$ cat src/hw/axil_pkg.sv
package axil_pkg;

  localparam int REG_ADDR_W = 8;

  localparam logic [REG_ADDR_W-1:0] REG_OPA_LO = 8'h00;
  localparam logic [REG_ADDR_W-1:0] REG_OPA_HI = 8'h04;
  localparam logic [REG_ADDR_W-1:0] REG_OPB_LO = 8'h08;
  localparam logic [REG_ADDR_W-1:0] REG_OPB_HI = 8'h0C;
  localparam logic [REG_ADDR_W-1:0] REG_CTRL   = 8'h10;
  localparam logic [REG_ADDR_W-1:0] REG_RESULT = 8'h14;
  localparam logic [REG_ADDR_W-1:0] REG_FLAGS  = 8'h18;

  // control word layout, op is two bits wide
  localparam int CTRL_OP_LSB  = 0;
  localparam int CTRL_FMT_BIT = 4;

  localparam int RESULT_DONE_BIT = 31;

  localparam logic [1:0] RESP_OKAY   = 2'b00;
  localparam logic [1:0] RESP_SLVERR = 2'b10;

endpackage

$ cat src/hw/fp_cmp_pkg.sv
package fp_cmp_pkg;

  // recoded operand, sign / double exponent / fraction with one pad bit
  localparam int FP_REC_W   = 65;
  localparam int FP_CLASS_W = 10;

  localparam int DBL_EXP_W  = 11;
  localparam int DBL_FRAC_W = 52;
  localparam int SGL_EXP_W  = 8;
  localparam int SGL_FRAC_W = 23;

  // 1023 - 127
  localparam int SGL_TO_DBL_BIAS = 896;

  // one-hot class word bit positions
  localparam int CLS_NEG_INF  = 0;
  localparam int CLS_NEG_NORM = 1;
  localparam int CLS_NEG_SUB  = 2;
  localparam int CLS_NEG_ZERO = 3;
  localparam int CLS_POS_ZERO = 4;
  localparam int CLS_POS_SUB  = 5;
  localparam int CLS_POS_NORM = 6;
  localparam int CLS_POS_INF  = 7;
  localparam int CLS_SNAN     = 8;
  localparam int CLS_QNAN     = 9;

  // compare select, same encoding as the rm field
  localparam logic [1:0] OP_FLE = 2'd0;
  localparam logic [1:0] OP_FLT = 2'd1;
  localparam logic [1:0] OP_FEQ = 2'd2;

  localparam int FLAG_NV = 4; // invalid operation
  localparam int FLAG_W  = 5;

  localparam logic FMT_S = 1'b0;
  localparam logic FMT_D = 1'b1;

endpackage
$ cat src/hw/fp_cmp_top.sv
`timescale 1ns/1ps

module fp_cmp_top import fp_cmp_pkg::*; #(
  parameter int AXI_ADDR_W = 5
) (
  input  logic                  clock_i,
  input  logic                  arst_n_i,
  input  logic [AXI_ADDR_W-1:0] awaddr_i,
  input  logic                  awvalid_i,
  output logic                  awready_o,
  input  logic [31:0]           wdata_i,
  input  logic                  wvalid_i,
  output logic                  wready_o,
  output logic [1:0]            bresp_o,
  output logic                  bvalid_o,
  input  logic                  bready_i,
  input  logic [AXI_ADDR_W-1:0] araddr_i,
  input  logic                  arvalid_i,
  output logic                  arready_o,
  output logic [31:0]           rdata_o,
  output logic [1:0]            rresp_o,
  output logic                  rvalid_o,
  input  logic                  rready_i
);

  logic [63:0]           opa;
  logic [63:0]           opb;
  logic                  fmt;
  logic [1:0]            op;
  logic [FP_REC_W-1:0]   rec_a;
  logic [FP_REC_W-1:0]   rec_b;
  logic [FP_CLASS_W-1:0] class_a;
  logic [FP_CLASS_W-1:0] class_b;
  logic                  cmp_result;
  logic [FLAG_W-1:0]     cmp_flags;

  fp_cmp_regs #(
    .AXI_ADDR_W(AXI_ADDR_W)
  ) regs_i (
    .clock_i  (clock_i),
    .arst_n_i (arst_n_i),
    .awaddr_i (awaddr_i),
    .awvalid_i(awvalid_i),
    .awready_o(awready_o),
    .wdata_i  (wdata_i),
    .wvalid_i (wvalid_i),
    .wready_o (wready_o),
    .bresp_o  (bresp_o),
    .bvalid_o (bvalid_o),
    .bready_i (bready_i),
    .araddr_i (araddr_i),
    .arvalid_i(arvalid_i),
    .arready_o(arready_o),
    .rdata_o  (rdata_o),
    .rresp_o  (rresp_o),
    .rvalid_o (rvalid_o),
    .rready_i (rready_i),
    .opa_o    (opa),
    .opb_o    (opb),
    .fmt_o    (fmt),
    .op_o     (op),
    .result_i (cmp_result),
    .flags_i  (cmp_flags)
  );

  fp_unpack unpack_a_i (
    .data_i (opa),
    .fmt_i  (fmt),
    .rec_o  (rec_a),
    .class_o(class_a)
  );

  fp_unpack unpack_b_i (
    .data_i (opb),
    .fmt_i  (fmt),
    .rec_o  (rec_b),
    .class_o(class_b)
  );

  fp_cmp cmp_i (
    .data1_i (rec_a),
    .data2_i (rec_b),
    .class1_i(class_a),
    .class2_i(class_b),
    .op_i    (op),
    .result_o(cmp_result),
    .flags_o (cmp_flags)
  );

endmodule

$ cat src/hw/fp_cmp_regs.sv
`timescale 1ns/1ps

module fp_cmp_regs import fp_cmp_pkg::*, axil_pkg::*; #(
  parameter int AXI_ADDR_W = 5
) (
  input  logic                  clock_i,
  input  logic                  arst_n_i,
  input  logic [AXI_ADDR_W-1:0] awaddr_i,
  input  logic                  awvalid_i,
  output logic                  awready_o,
  input  logic [31:0]           wdata_i,
  input  logic                  wvalid_i,
  output logic                  wready_o,
  output logic [1:0]            bresp_o,
  output logic                  bvalid_o,
  input  logic                  bready_i,
  input  logic [AXI_ADDR_W-1:0] araddr_i,
  input  logic                  arvalid_i,
  output logic                  arready_o,
  output logic [31:0]           rdata_o,
  output logic [1:0]            rresp_o,
  output logic                  rvalid_o,
  input  logic                  rready_i,
  output logic [63:0]           opa_o,
  output logic [63:0]           opb_o,
  output logic                  fmt_o,
  output logic [1:0]            op_o,
  input  logic                  result_i,
  input  logic [FLAG_W-1:0]     flags_i
);

  logic [REG_ADDR_W-1:0] wr_addr;
  logic [REG_ADDR_W-1:0] rd_addr;
  logic                  wr_fire;
  logic                  rd_fire;
  logic                  wr_hit;
  logic                  rd_hit;
  logic [31:0]           rd_word;

  logic              bvalid_q;
  logic              rvalid_q;
  logic              arready_q;
  logic [1:0]        bresp_q;
  logic [1:0]        rresp_q;
  logic [31:0]       rdata_q;
  logic [63:0]       opa_q;
  logic [63:0]       opb_q;
  logic              fmt_q;
  logic [1:0]        op_q;
  logic              start_q;  // datapath settles in this cycle
  logic              done_q;
  logic              result_q;
  logic [FLAG_W-1:0] flags_q;

  assign wr_addr = REG_ADDR_W'(awaddr_i);
  assign rd_addr = REG_ADDR_W'(araddr_i);

  // address and data accepted together, one write in flight
  assign wr_fire   = awvalid_i & wvalid_i & ~bvalid_q;
  assign awready_o = wr_fire;
  assign wready_o  = wr_fire;
  assign rd_fire   = arvalid_i & arready_q;

  always_comb begin
    case (wr_addr)
      REG_OPA_LO, REG_OPA_HI, REG_OPB_LO, REG_OPB_HI,
      REG_CTRL, REG_RESULT, REG_FLAGS: wr_hit = 1'b1;
      default: wr_hit = 1'b0;
    endcase
  end

  always_comb begin
    rd_word = '0;
    rd_hit  = 1'b1;
    case (rd_addr)
      REG_OPA_LO: rd_word = opa_q[31:0];
      REG_OPA_HI: rd_word = opa_q[63:32];
      REG_OPB_LO: rd_word = opb_q[31:0];
      REG_OPB_HI: rd_word = opb_q[63:32];
      REG_CTRL: begin
        rd_word[CTRL_OP_LSB +: 2] = op_q;
        rd_word[CTRL_FMT_BIT]     = fmt_q;
      end
      REG_RESULT: begin
        rd_word[RESULT_DONE_BIT] = done_q;
        rd_word[0]               = result_q;
      end
      REG_FLAGS: rd_word[FLAG_W-1:0] = flags_q;
      default: rd_hit = 1'b0;
    endcase
  end

  always_ff @(posedge clock_i or negedge arst_n_i) begin
    if (!arst_n_i) begin
      bvalid_q  <= 1'b0;
      rvalid_q  <= 1'b0;
      arready_q <= 1'b0;
      fmt_q     <= FMT_S;
      op_q      <= OP_FLE;
      start_q   <= 1'b0;
      done_q    <= 1'b0;
      result_q  <= 1'b0;
      flags_q   <= '0;
    end else begin
      start_q <= 1'b0;
      if (wr_fire) begin
        bvalid_q <= 1'b1;
      end else if (bready_i) begin
        bvalid_q <= 1'b0;
      end
      if (rd_fire) begin
        rvalid_q  <= 1'b1;
        arready_q <= 1'b0;
      end else if (rvalid_q && rready_i) begin
        rvalid_q  <= 1'b0;
        arready_q <= 1'b1;
      end else begin
        arready_q <= ~rvalid_q;
      end
      if (wr_fire && (wr_addr == REG_CTRL)) begin
        op_q    <= wdata_i[CTRL_OP_LSB +: 2];
        fmt_q   <= wdata_i[CTRL_FMT_BIT];
        start_q <= 1'b1;
        done_q  <= 1'b0;
      end
      if (start_q) begin
        result_q <= result_i;
        done_q   <= 1'b1;
        flags_q  <= flags_q | flags_i; // sticky, beats a clear
      end else if (wr_fire && (wr_addr == REG_FLAGS)) begin
        flags_q <= '0;
      end
    end
  end

  always_ff @(posedge clock_i) begin
    if (wr_fire) begin
      bresp_q <= wr_hit ? RESP_OKAY : RESP_SLVERR;
      case (wr_addr)
        REG_OPA_LO: opa_q[31:0]  <= wdata_i;
        REG_OPA_HI: opa_q[63:32] <= wdata_i;
        REG_OPB_LO: opb_q[31:0]  <= wdata_i;
        REG_OPB_HI: opb_q[63:32] <= wdata_i;
        default: ;
      endcase
    end
    if (rd_fire) begin
      rdata_q <= rd_word;
      rresp_q <= rd_hit ? RESP_OKAY : RESP_SLVERR;
    end
  end

  assign bvalid_o  = bvalid_q;
  assign bresp_o   = bresp_q;
  assign rvalid_o  = rvalid_q;
  assign rresp_o   = rresp_q;
  assign rdata_o   = rdata_q;
  assign arready_o = arready_q;
  assign opa_o     = opa_q;
  assign opb_o     = opb_q;
  assign fmt_o     = fmt_q;
  assign op_o      = op_q;

  a_bvalid_hold: assert property (@(posedge clock_i) disable iff (!arst_n_i)
    bvalid_q && !bready_i |=> bvalid_q)
    else $error("write response dropped before bready");

  a_rvalid_hold: assert property (@(posedge clock_i) disable iff (!arst_n_i)
    rvalid_q && !rready_i |=> rvalid_q && $stable(rdata_q))
    else $error("read response changed before rready");

endmodule

$ cat src/hw/fp_cmp.sv
`timescale 1ns/1ps

module fp_cmp import fp_cmp_pkg::*; (
  input  logic [FP_REC_W-1:0]   data1_i,
  input  logic [FP_REC_W-1:0]   data2_i,
  input  logic [FP_CLASS_W-1:0] class1_i,
  input  logic [FP_CLASS_W-1:0] class2_i,
  input  logic [1:0]            op_i,
  output logic                  result_o,
  output logic [FLAG_W-1:0]     flags_o
);

  localparam int SIGN = FP_REC_W - 1;

  logic mag_lt;
  logic mag_le;
  logic any_snan;
  logic any_nan;
  logic both_zero;
  logic diff_sign;
  logic neg;

  // exponent and fraction compare as one unsigned number
  assign mag_lt = data1_i[SIGN-1:0] < data2_i[SIGN-1:0];
  assign mag_le = data1_i[SIGN-1:0] <= data2_i[SIGN-1:0];

  assign any_snan  = class1_i[CLS_SNAN] | class2_i[CLS_SNAN];
  assign any_nan   = any_snan | class1_i[CLS_QNAN] | class2_i[CLS_QNAN];
  assign both_zero = (class1_i[CLS_NEG_ZERO] | class1_i[CLS_POS_ZERO]) &
                     (class2_i[CLS_NEG_ZERO] | class2_i[CLS_POS_ZERO]);
  assign diff_sign = data1_i[SIGN] ^ data2_i[SIGN];
  assign neg       = data1_i[SIGN];

  always_comb begin
    result_o = 1'b0;
    flags_o  = '0;
    case (op_i)
      OP_FEQ: begin
        flags_o[FLAG_NV] = any_snan; // quiet nan is silent here
        result_o = !any_nan && (both_zero || (data1_i == data2_i));
      end
      OP_FLT: begin
        flags_o[FLAG_NV] = any_nan;
        if (any_nan || both_zero) begin
          result_o = 1'b0;
        end else if (diff_sign) begin
          result_o = neg;
        end else if (neg) begin
          result_o = !mag_le; // larger magnitude is smaller
        end else begin
          result_o = mag_lt;
        end
      end
      OP_FLE: begin
        flags_o[FLAG_NV] = any_nan;
        if (any_nan) begin
          result_o = 1'b0;
        end else if (both_zero) begin
          result_o = 1'b1;
        end else if (diff_sign) begin
          result_o = neg;
        end else if (neg) begin
          result_o = !mag_lt;
        end else begin
          result_o = mag_le;
        end
      end
      default: begin
        result_o = 1'b0;
      end
    endcase
  end

endmodule

$ cat src/hw/fp_unpack.sv
`timescale 1ns/1ps

module fp_unpack import fp_cmp_pkg::*; (
  input  logic [63:0]           data_i,
  input  logic                  fmt_i,
  output logic [FP_REC_W-1:0]   rec_o,
  output logic [FP_CLASS_W-1:0] class_o
);

  logic                  d_sign;
  logic [DBL_EXP_W-1:0]  d_exp;
  logic [DBL_FRAC_W-1:0] d_frac;
  logic                  s_sign;
  logic [SGL_EXP_W-1:0]  s_exp;
  logic [SGL_FRAC_W-1:0] s_frac;

  logic [4:0]            s_lz;        // leading zeros of the single fraction
  logic [SGL_FRAC_W-1:0] s_norm_frac;
  logic [DBL_EXP_W-1:0]  s_rec_exp;
  logic [DBL_FRAC_W-1:0] s_rec_frac;

  logic sign;
  logic exp_zero;
  logic exp_ones;
  logic frac_zero;
  logic quiet;

  assign {d_sign, d_exp, d_frac} = data_i;
  assign {s_sign, s_exp, s_frac} = data_i[31:0];

  // highest set bit wins
  always_comb begin
    s_lz = '0;
    for (int i = 0; i < SGL_FRAC_W; i++) begin
      if (s_frac[i]) s_lz = 5'(SGL_FRAC_W - 1 - i);
    end
  end

  // shift the leading one out, it becomes the hidden bit
  assign s_norm_frac = s_frac << (s_lz + 5'd1);

  always_comb begin
    if (s_exp == '1) begin
      s_rec_exp  = '1;
      s_rec_frac = {s_frac, {(DBL_FRAC_W - SGL_FRAC_W){1'b0}}};
    end else if (s_exp != '0) begin
      s_rec_exp  = DBL_EXP_W'(s_exp) + DBL_EXP_W'(SGL_TO_DBL_BIAS);
      s_rec_frac = {s_frac, {(DBL_FRAC_W - SGL_FRAC_W){1'b0}}};
    end else if (s_frac != '0) begin
      // single subnormal is a normal double
      s_rec_exp  = DBL_EXP_W'(SGL_TO_DBL_BIAS) - DBL_EXP_W'(s_lz);
      s_rec_frac = {s_norm_frac, {(DBL_FRAC_W - SGL_FRAC_W){1'b0}}};
    end else begin
      s_rec_exp  = '0;
      s_rec_frac = '0;
    end
  end

  assign rec_o = (fmt_i == FMT_S) ? {s_sign, s_rec_exp, s_rec_frac, 1'b0}
                                  : {d_sign, d_exp, d_frac, 1'b0};

  // class follows the source format
  always_comb begin
    if (fmt_i == FMT_D) begin
      sign      = d_sign;
      exp_zero  = (d_exp == '0);
      exp_ones  = (d_exp == '1);
      frac_zero = (d_frac == '0);
      quiet     = d_frac[DBL_FRAC_W-1];
    end else begin
      sign      = s_sign;
      exp_zero  = (s_exp == '0);
      exp_ones  = (s_exp == '1);
      frac_zero = (s_frac == '0);
      quiet     = s_frac[SGL_FRAC_W-1];
    end
    class_o = '0;
    if (exp_ones) begin
      if (frac_zero) class_o[sign ? CLS_NEG_INF : CLS_POS_INF] = 1'b1;
      else if (quiet) class_o[CLS_QNAN] = 1'b1;
      else class_o[CLS_SNAN] = 1'b1;
    end else if (exp_zero) begin
      if (frac_zero) class_o[sign ? CLS_NEG_ZERO : CLS_POS_ZERO] = 1'b1;
      else class_o[sign ? CLS_NEG_SUB : CLS_POS_SUB] = 1'b1;
    end else begin
      class_o[sign ? CLS_NEG_NORM : CLS_POS_NORM] = 1'b1;
    end
  end

  // zero class and zero recoded magnitude come from separate paths
  always_comb begin
    a_zero_class: assert ($isunknown({fmt_i, data_i}) ||
                          ((class_o[CLS_NEG_ZERO] | class_o[CLS_POS_ZERO]) ==
                           (rec_o[FP_REC_W-2:0] == '0)))
      else $error("fp_unpack zero class disagrees with recoded value");
  end

endmodule

$ cat config.mk
export PLATFORM = sky130hd
export DESIGN_NAME = fp_cmp_top
export DESIGN_NICKNAME = d
export VERILOG_FILES = /design/src/hw/axil_pkg.sv /design/src/hw/fp_cmp_pkg.sv /design/src/hw/fp_cmp_top.sv /design/src/hw/fp_cmp_regs.sv /design/src/hw/fp_cmp.sv /design/src/hw/fp_unpack.sv
export SDC_FILE = /design/constraint.sdc
export NUM_CORES = 1
export LEC_CHECK = 0
export BUFFER_PORTS_ARGS = -buffer_cell sky130_fd_sc_hd__buf_2
export CORE_UTILIZATION = 62
export DETAILED_ROUTE_END_ITERATION = 10
export PLACE_DENSITY = 0.82
export SLEW_MARGIN = 25
export SYNTH_ARGS = -nofsm -noshare
export SYNTH_HDL_FRONTEND = slang
export SYNTH_SLANG_ARGS = --single-unit
$ cat constraint.sdc
create_clock -name clock_i -period 7.71 [get_ports clock_i]
set_input_delay 1.542 -clock clock_i [delete_from_list [all_inputs] [get_ports clock_i]]
set_output_delay 1.542 -clock clock_i [all_outputs]
set_load 0.01 [all_outputs]
==> reports/qor.yml, run 1 <==
synth:
  synth_cell_type_count: 79
  synthTopCellsByCount: "edfxtp_1 (162), nand2_1 (141), o21ai_0 (103)"
  async_reset_ff_frac: 0.05814
  synth.most_common_cell: "edfxtp_1"
  yosysSeqAreaShare: 0.3975
  synthCells: 1361
  synth_top_area_cell: "edfxtp_1"
  yosys_most_used_dff: "edfxtp_1"
  synth.avg_cell_area_um2: 9.454
  ys_ff_latch: 172
  netlist_area_mm2: 0.01287
  synth_edf_count: 162
  synth_top_cell_area_share: 0.3781
  synth_area_leaders: "edfxtp_1 (38%), ha_1 (6.5%), mux2i_1 (6.1%), nand2_1 (4.1%), o21ai_0 (4.0%)"
  yosysWarnings: 0
detailed_routing:
  viasPerCell: 7.385
  num_vias: 12380
  drt-initial-drc-count: 1915
  drtPass1Iterations: 6
  wl_per_cell_um: 27.56
  drc: 0
  drt-total-wl_mm: 46.21
  ant_nets: 0
grt:
  grt_usage: 0.4370
  grt-ovfl-total: 0
  grt_max_degree: 104
  use_met3: 0.09188
  antenna_found_initial: 0
  met1_usage: 0.5750
  use_met2: 0.6854
  grt-busiest-layer: "met2"
  grt_pass1_vias: 11630
  grt_pass1_wl_mm: 69.63
power:
  swShare: 0.3105
  comb_power_share: 0.184
  power.share.clock: 0.369
  power_frac_seq: 0.447
  switchingPower_w: 0.0007441
  internal_power_w: 0.001653
  power_density_mw_per_mm2: 169.5
  leakage_nw: 5.289
  irDropWorstVdd_mv: 0.1503
die:
  coreArea_mm2: 0.02030
  std_cell_rows: 52
  io_pins: 90
  die_y_um: 146.1
  initial_core_util: 0.6339
  fp.dieW_um: 146.1
  dieArea_mm2: 0.02133
clocking:
  clkLatencyLatePin_ns: 0.45
  cts-resized-gates: 0
  cts_buffers: 17
  clk_pin_slew_worst_paths_ns: 0.08
  postCtsSetupBuffers: 0
  ctsHoldBuffers: 0
  cts_tree: "built"
  h-tree-depth: 4
  cts_buffer_depth: 2
  cts.sinks: 172
  cts_root_buffer: "clkbuf_16"
timing:
  worst_pin_slew_ns: 1.024
  tns_ns: 0
  maxClockFrequency_mhz: 140.7
  setup_violations: 0
  rsz0062_at_grt: "false"
  final_max_slew_viol_count: 0
  finalCritPeriodShare: 0.9221
  setup_slack_ns: 0.6004
  relSlewSlack: 0.3146
  hold_viol: 0
  fin_skew_ns: 0.01665
  fin_crit_ns: 7.110
worst_setup_path:
  cp-end-kind: "flip-flop"
  critPathRequiredTime_ns: 8.07
  worstPathArrival_ns: 7.47
  crit_fanout: 15
  cp-start-kind: "flip-flop"
  crit_type: "flip-flop to flip-flop"
placed_design:
  dp_hpwl_mm: 34.02
  port_buffers: 87
  dpl_cell_area_mm2: 0.01353
  dpl_worst_slack_ns: 0.5676
  gp_congestion: 1.046
  placed_cells: 1645
layout:
  fin_cells: 1677
  final_cell_area_mm2: 0.01414
  finalNetCount: 1510
  area_growth_pct: 9.908
  fillers: 1592
  num_antenna_cells: 0
  drive_above_1_share: 0.1528
job:
  max_cap_viol_count: 0
worst_hold_path:
  hp-class: "flip-flop to flip-flop"
run_status:
  outcome: "complete, no violations"
==> cells by family after synthesis <==
group,Yosys count,share of synthesized area
other cells,1,0.0002914
compound gates,392,0.1990
buf+inv,149,0.04784
xor+xnor,11,0.008071
flops,172,0.3975
mux,113,0.1086
simple gates,456,0.1735
fa+ha+maj,67,0.06515
==> cells in the final DEF (no fill, tap or decap), types with 17 or more instances in the layout <==
cell,instances
edfxtp_1,162
nand2_1,141
o21ai_0,103
nor2_1,96
buf_2,87
a21oi_1,85
mux2i_1,79
ha_1,67
buf_4,41
nor4_1,38
a22oi_1,36
nor3_1,33
and2_1,33
inv_1,32
nand4_1,32
a211oi_1,22
nand3_1,21
mux4_2,19
clkbuf_16,17
==> metal layers <==
metal / vias to the layer above / routed length, um
li1: 5313 / -
met1: 5925 / 17050
met2: 955 / 21020
met3: 191 / 5731
met4: 0 / 2410
met5: - / 0
==> power by group through the flow <==
stage | Clock [W] | Sequential (W) | Combinational [W]
2_1_floorplan | 0 | 0.00108 | 0.000300
3_3_place_gp | 0 | 0.00109 | 0.000415
3_5_place_dp | 0 | 0.00109 | 0.000423
4_1_cts | 0.000881 | 0.00107 | 0.000428
5_1_grt | 0.000912 | 0.00107 | 0.000480
6_report | 0.000884 | 0.00107 | 0.000441
==> path summary, 6_finish.rpt <==
check                           cells after the start  slack [ns]               from           endpoint
worst min register to register                      2        0.54  regs_i.flags_q[4]  regs_i.flags_q[4]
min in group asynchronous                           1        0.95           arst_n_i       regs_i.fmt_o
worst min-delay path                                2        0.54  regs_i.flags_q[4]  regs_i.flags_q[4]
max in group asynchronous                           1        6.54           arst_n_i       regs_i.fmt_o
worst max register to register                     21        0.60   regs_i.opa_o[22]    regs_i.result_q
worst max-delay path                               21        0.60   regs_i.opa_o[22]    regs_i.result_q
==> flip-flops by register name, summed over array words and instances (netlist names) <==
signal and cells:
regs_i.opa_o 64, regs_i.opb_o 64, regs_i.rdata_o 32, regs_i.op_o 2
regs_i.arready_o 1, regs_i.bresp_o 1, regs_i.bvalid_o 1, regs_i.done_q 1
regs_i.flags_q 1, regs_i.fmt_o 1, regs_i.result_q 1, regs_i.rresp_o 1
regs_i.rvalid_o 1, regs_i.start_q 1
==> critical path: stages, from the launching register on <==
cell	delay (ns)
edfxtp_1	0.78
nor2b_4	0.10
or3_4	0.37
o21ai_0	0.38
or2_1	0.49
inv_2	0.29
ha_1	0.38
xnor2_4	0.53
mux4_2	0.59
mux2i_1	0.20
o221ai_1	0.15
mux2_2	0.30
ha_1	0.30
nand4_1	0.17
nor4_1	0.40
and4_1	0.27
nand4_1	0.24
nor2_1	0.19
o211a_1	0.19
a211oi_1	0.05
or4_1	0.53
o211ai_1	0.10
==> layout make-up <==
class	count	area, um^2	share of cell area
clock inverter	15	178.9	0.01265
sequential	172	5119	0.3619
timing repair buffer	128	743.2	0.05255
inverter	34	127.6	0.009024
clock buffer	17	425.4	0.03008
multi-input combinational	1041	7211	0.5099
tap	270	337.8	0.02389
==> per-stage QoR <==
step	hold WS (ns)	total power, W	utilization
after global routing	0.5663	0.002466	0.6967
after floorplan	0.4626	0.001383	-
final	0.5365	0.002397	0.6967
after detailed placement	0.5115	0.001514	0.6664
after global placement	0.4728	0.001505	0.6654
after CTS	0.5292	0.002380	0.6961
No activity file was read; power rests on OpenSTA's default activity.
==> inputs of run 2 (changes only) <==
--- a/config.mk
+++ b/config.mk
@@ -6,9 +6,10 @@
 export NUM_CORES = 1
 export LEC_CHECK = 0
 export BUFFER_PORTS_ARGS = -buffer_cell sky130_fd_sc_hd__buf_2
+export CAP_MARGIN = 0
 export CORE_UTILIZATION = 62
 export DETAILED_ROUTE_END_ITERATION = 10
-export PLACE_DENSITY = 0.82
+export PLACE_DENSITY = 0.83
 export SLEW_MARGIN = 25
 export SYNTH_ARGS = -nofsm -noshare
 export SYNTH_HDL_FRONTEND = slang
==> run 2 against run 1 <==
Compared with the run above: register-to-register slack worse by 0.16 ns; sequential share of layout area is 0.13 points higher; non-clock buffer count is 4 lower; via count is 1.3% lower; total power is 0.18% lower; combinational power hardly changed; worst hold slack worse by 0.020 ns; cell area is 0.35% lower; sequential cell count stayed put; maximum frequency is 2.2% lower; cell count is 0.18% lower; critical endpoint unchanged; highest routed layer unchanged.
==> reports/qor.yml, run 2 (synthesized netlist as in run 1, its figures left out) <==
worst_hold_path:
  worstHoldStart: "regs_i.flags_q[4]"
  hp-class: "flip-flop to flip-flop"
power:
  irDropWorstVdd_mv: 0.1365
  comb_power_share: 0.184
  swShare: 0.3087
  switchingPower_w: 0.0007385
  internal_power_w: 0.001654
  power.share.clock: 0.368
  power_density_mw_per_mm2: 169.8
  leakage_nw: 5.270
  power_frac_seq: 0.447
job:
  max_cap_viol_count: 0
die:
  std_cell_rows: 52
  io_pins: 90
  initial_core_util: 0.6339
  dieArea_mm2: 0.02133
  fp.dieW_um: 146.1
  die_y_um: 146.1
  coreArea_mm2: 0.02030
detailed_routing:
  wl_per_cell_um: 27.34
  drt-total-wl_mm: 45.77
  ant_nets: 0
  drtPass1Iterations: 6
  num_vias: 12220
  viasPerCell: 7.302
  drc: 0
  drt-initial-drc-count: 1972
layout:
  fillers: 1575
  final_common_cell: "edfxtp_1"
  fin_cells: 1674
  regArea_mm2: 0.005119
  area_growth_pct: 9.520
  finalNetCount: 1506
  final_cell_mix: "edfxtp_1 (162), nand2_1 (141), o21ai_0 (103)"
  drive_above_1_share: 0.1504
  multi_input_area_mm2: 0.007187
placed_design:
  placed_cells: 1641
  dp_hpwl_mm: 33.38
  gp_congestion: 1.026
  port_buffers: 87
timing:
  hold_ws_ns: 0.5165
  final_max_slew_viol_count: 0
  maxClockFrequency_mhz: 137.5
  relSlewSlack: 0.3156
  finalCritPeriodShare: 0.9432
  fin_skew_ns: 0.01251
  rsz0062_at_grt: "false"
  setup_violations: 0
  tns_ns: 0
  worst_pin_slew_ns: 1.017
  fin_crit_ns: 7.272
  hold_viol: 0
clocking:
  cts_buffers: 17
  clkLatencyLatePin_ns: 0.44
  cts_root_buffer: "clkbuf_16"
  cts_buffer_depth: 2
  cts-resized-gates: 0
  cts_tree: "built"
  ctsHoldBuffers: 0
  clk_pin_slew_worst_paths_ns: 0.08
  postCtsSetupBuffers: 0
  h-tree-depth: 4
  cts.sinks: 172
worst_setup_path:
  critPathRequiredTime_ns: 8.06
  reg2reg_from: "regs_i.opa_o[22]"
  crit_type: "flip-flop to flip-flop"
  crit_fanout: 15
  cp-end-kind: "flip-flop"
  worstPathArrival_ns: 7.63
  cp-start-kind: "flip-flop"
  crit_path_start: "regs_i.opa_o[22]"
grt:
  grt-ovfl-total: 0
  grt_max_degree: 107
  grt_pass1_wl_mm: 68.72
  use_met3: 0.1069
  met1_usage: 0.5689
  antenna_found_initial: 1
  grt_usage: 0.4315
  grt-busiest-layer: "met2"
  grt_pass1_vias: 11610
  use_met2: 0.6696
run_status:
  outcome: "complete, no violations"
run 2: metrics by stage:
stage               worst slack (ns)  utilization  total power (W)  instance area (um^2)
global route                 0.03305       0.6941         0.002473                 14090
floorplan                      1.727            -         0.001383                 12870
finish                        0.4378       0.6942         0.002392                 14090
global placement              0.6736       0.6636         0.001505                 13470
detailed placement            0.5867       0.6649         0.001514                 13500
CTS                           0.5547       0.6941         0.002377                 14090
run 2: final timing paths:
kind	end	slack [ns]	cells past startpoint
max	regs_i.result_q	0.44	21
min	regs_i.flags_q[4]	0.52	2
max reg2reg	regs_i.result_q	0.44	21
min reg2reg	regs_i.flags_q[4]	0.52	2
max in group asynchronous	regs_i.fmt_o	6.53	1
min in group asynchronous	regs_i.flags_q[4]	0.95	1
run 2: final cells by class:
| class | count | share of cell area |
|---|---|---|
| Antenna cell | 1 | 0.0001776 |
| Clock buffer | 17 | 0.03019 |
| Clock inverter | 15 | 0.01190 |
| Inverter | 34 | 0.009056 |
| Multi-Input combinational cell | 1041 | 0.5100 |
| Sequential cell | 172 | 0.3632 |
| Tap cell | 270 | 0.02397 |
| Timing Repair Buffer | 124 | 0.05150 |
run 2: critical path, cell delays in order, from the launching register on:
cell and delay [ns]:
edfxtp_1 0.75, nor2b_4 0.11, or3_4 0.37, a2111oi_2 0.36
or2_1 0.52, inv_2 0.30, ha_1 0.35, xnor2_2 0.72
mux4_2 0.62, mux2i_1 0.21, o221ai_1 0.15, mux2_2 0.30
ha_1 0.31, nand4_1 0.18, nor4_1 0.39, and4_1 0.26
nand4_1 0.25, nor2_1 0.18, o211a_1 0.19, a211oi_1 0.05
or4_1 0.52, o211ai_1 0.10
run 2: power groups by stage:
stage,sequential (W),clock (W),combinational [W]
final,0.00107,0.000881,0.000441
after global routing,0.00107,0.000916,0.000484
after CTS,0.00107,0.000880,0.000429
after detailed placement,0.00109,0,0.000425
after global placement,0.00109,0,0.000416
after floorplan,0.00108,0,0.000300
run 2: layer usage:
layer,wire [um],share of wire
met3,6105,0.13
met4,2520,0.055
met5,0,0
met2,20330,0.44
met1,16820,0.37
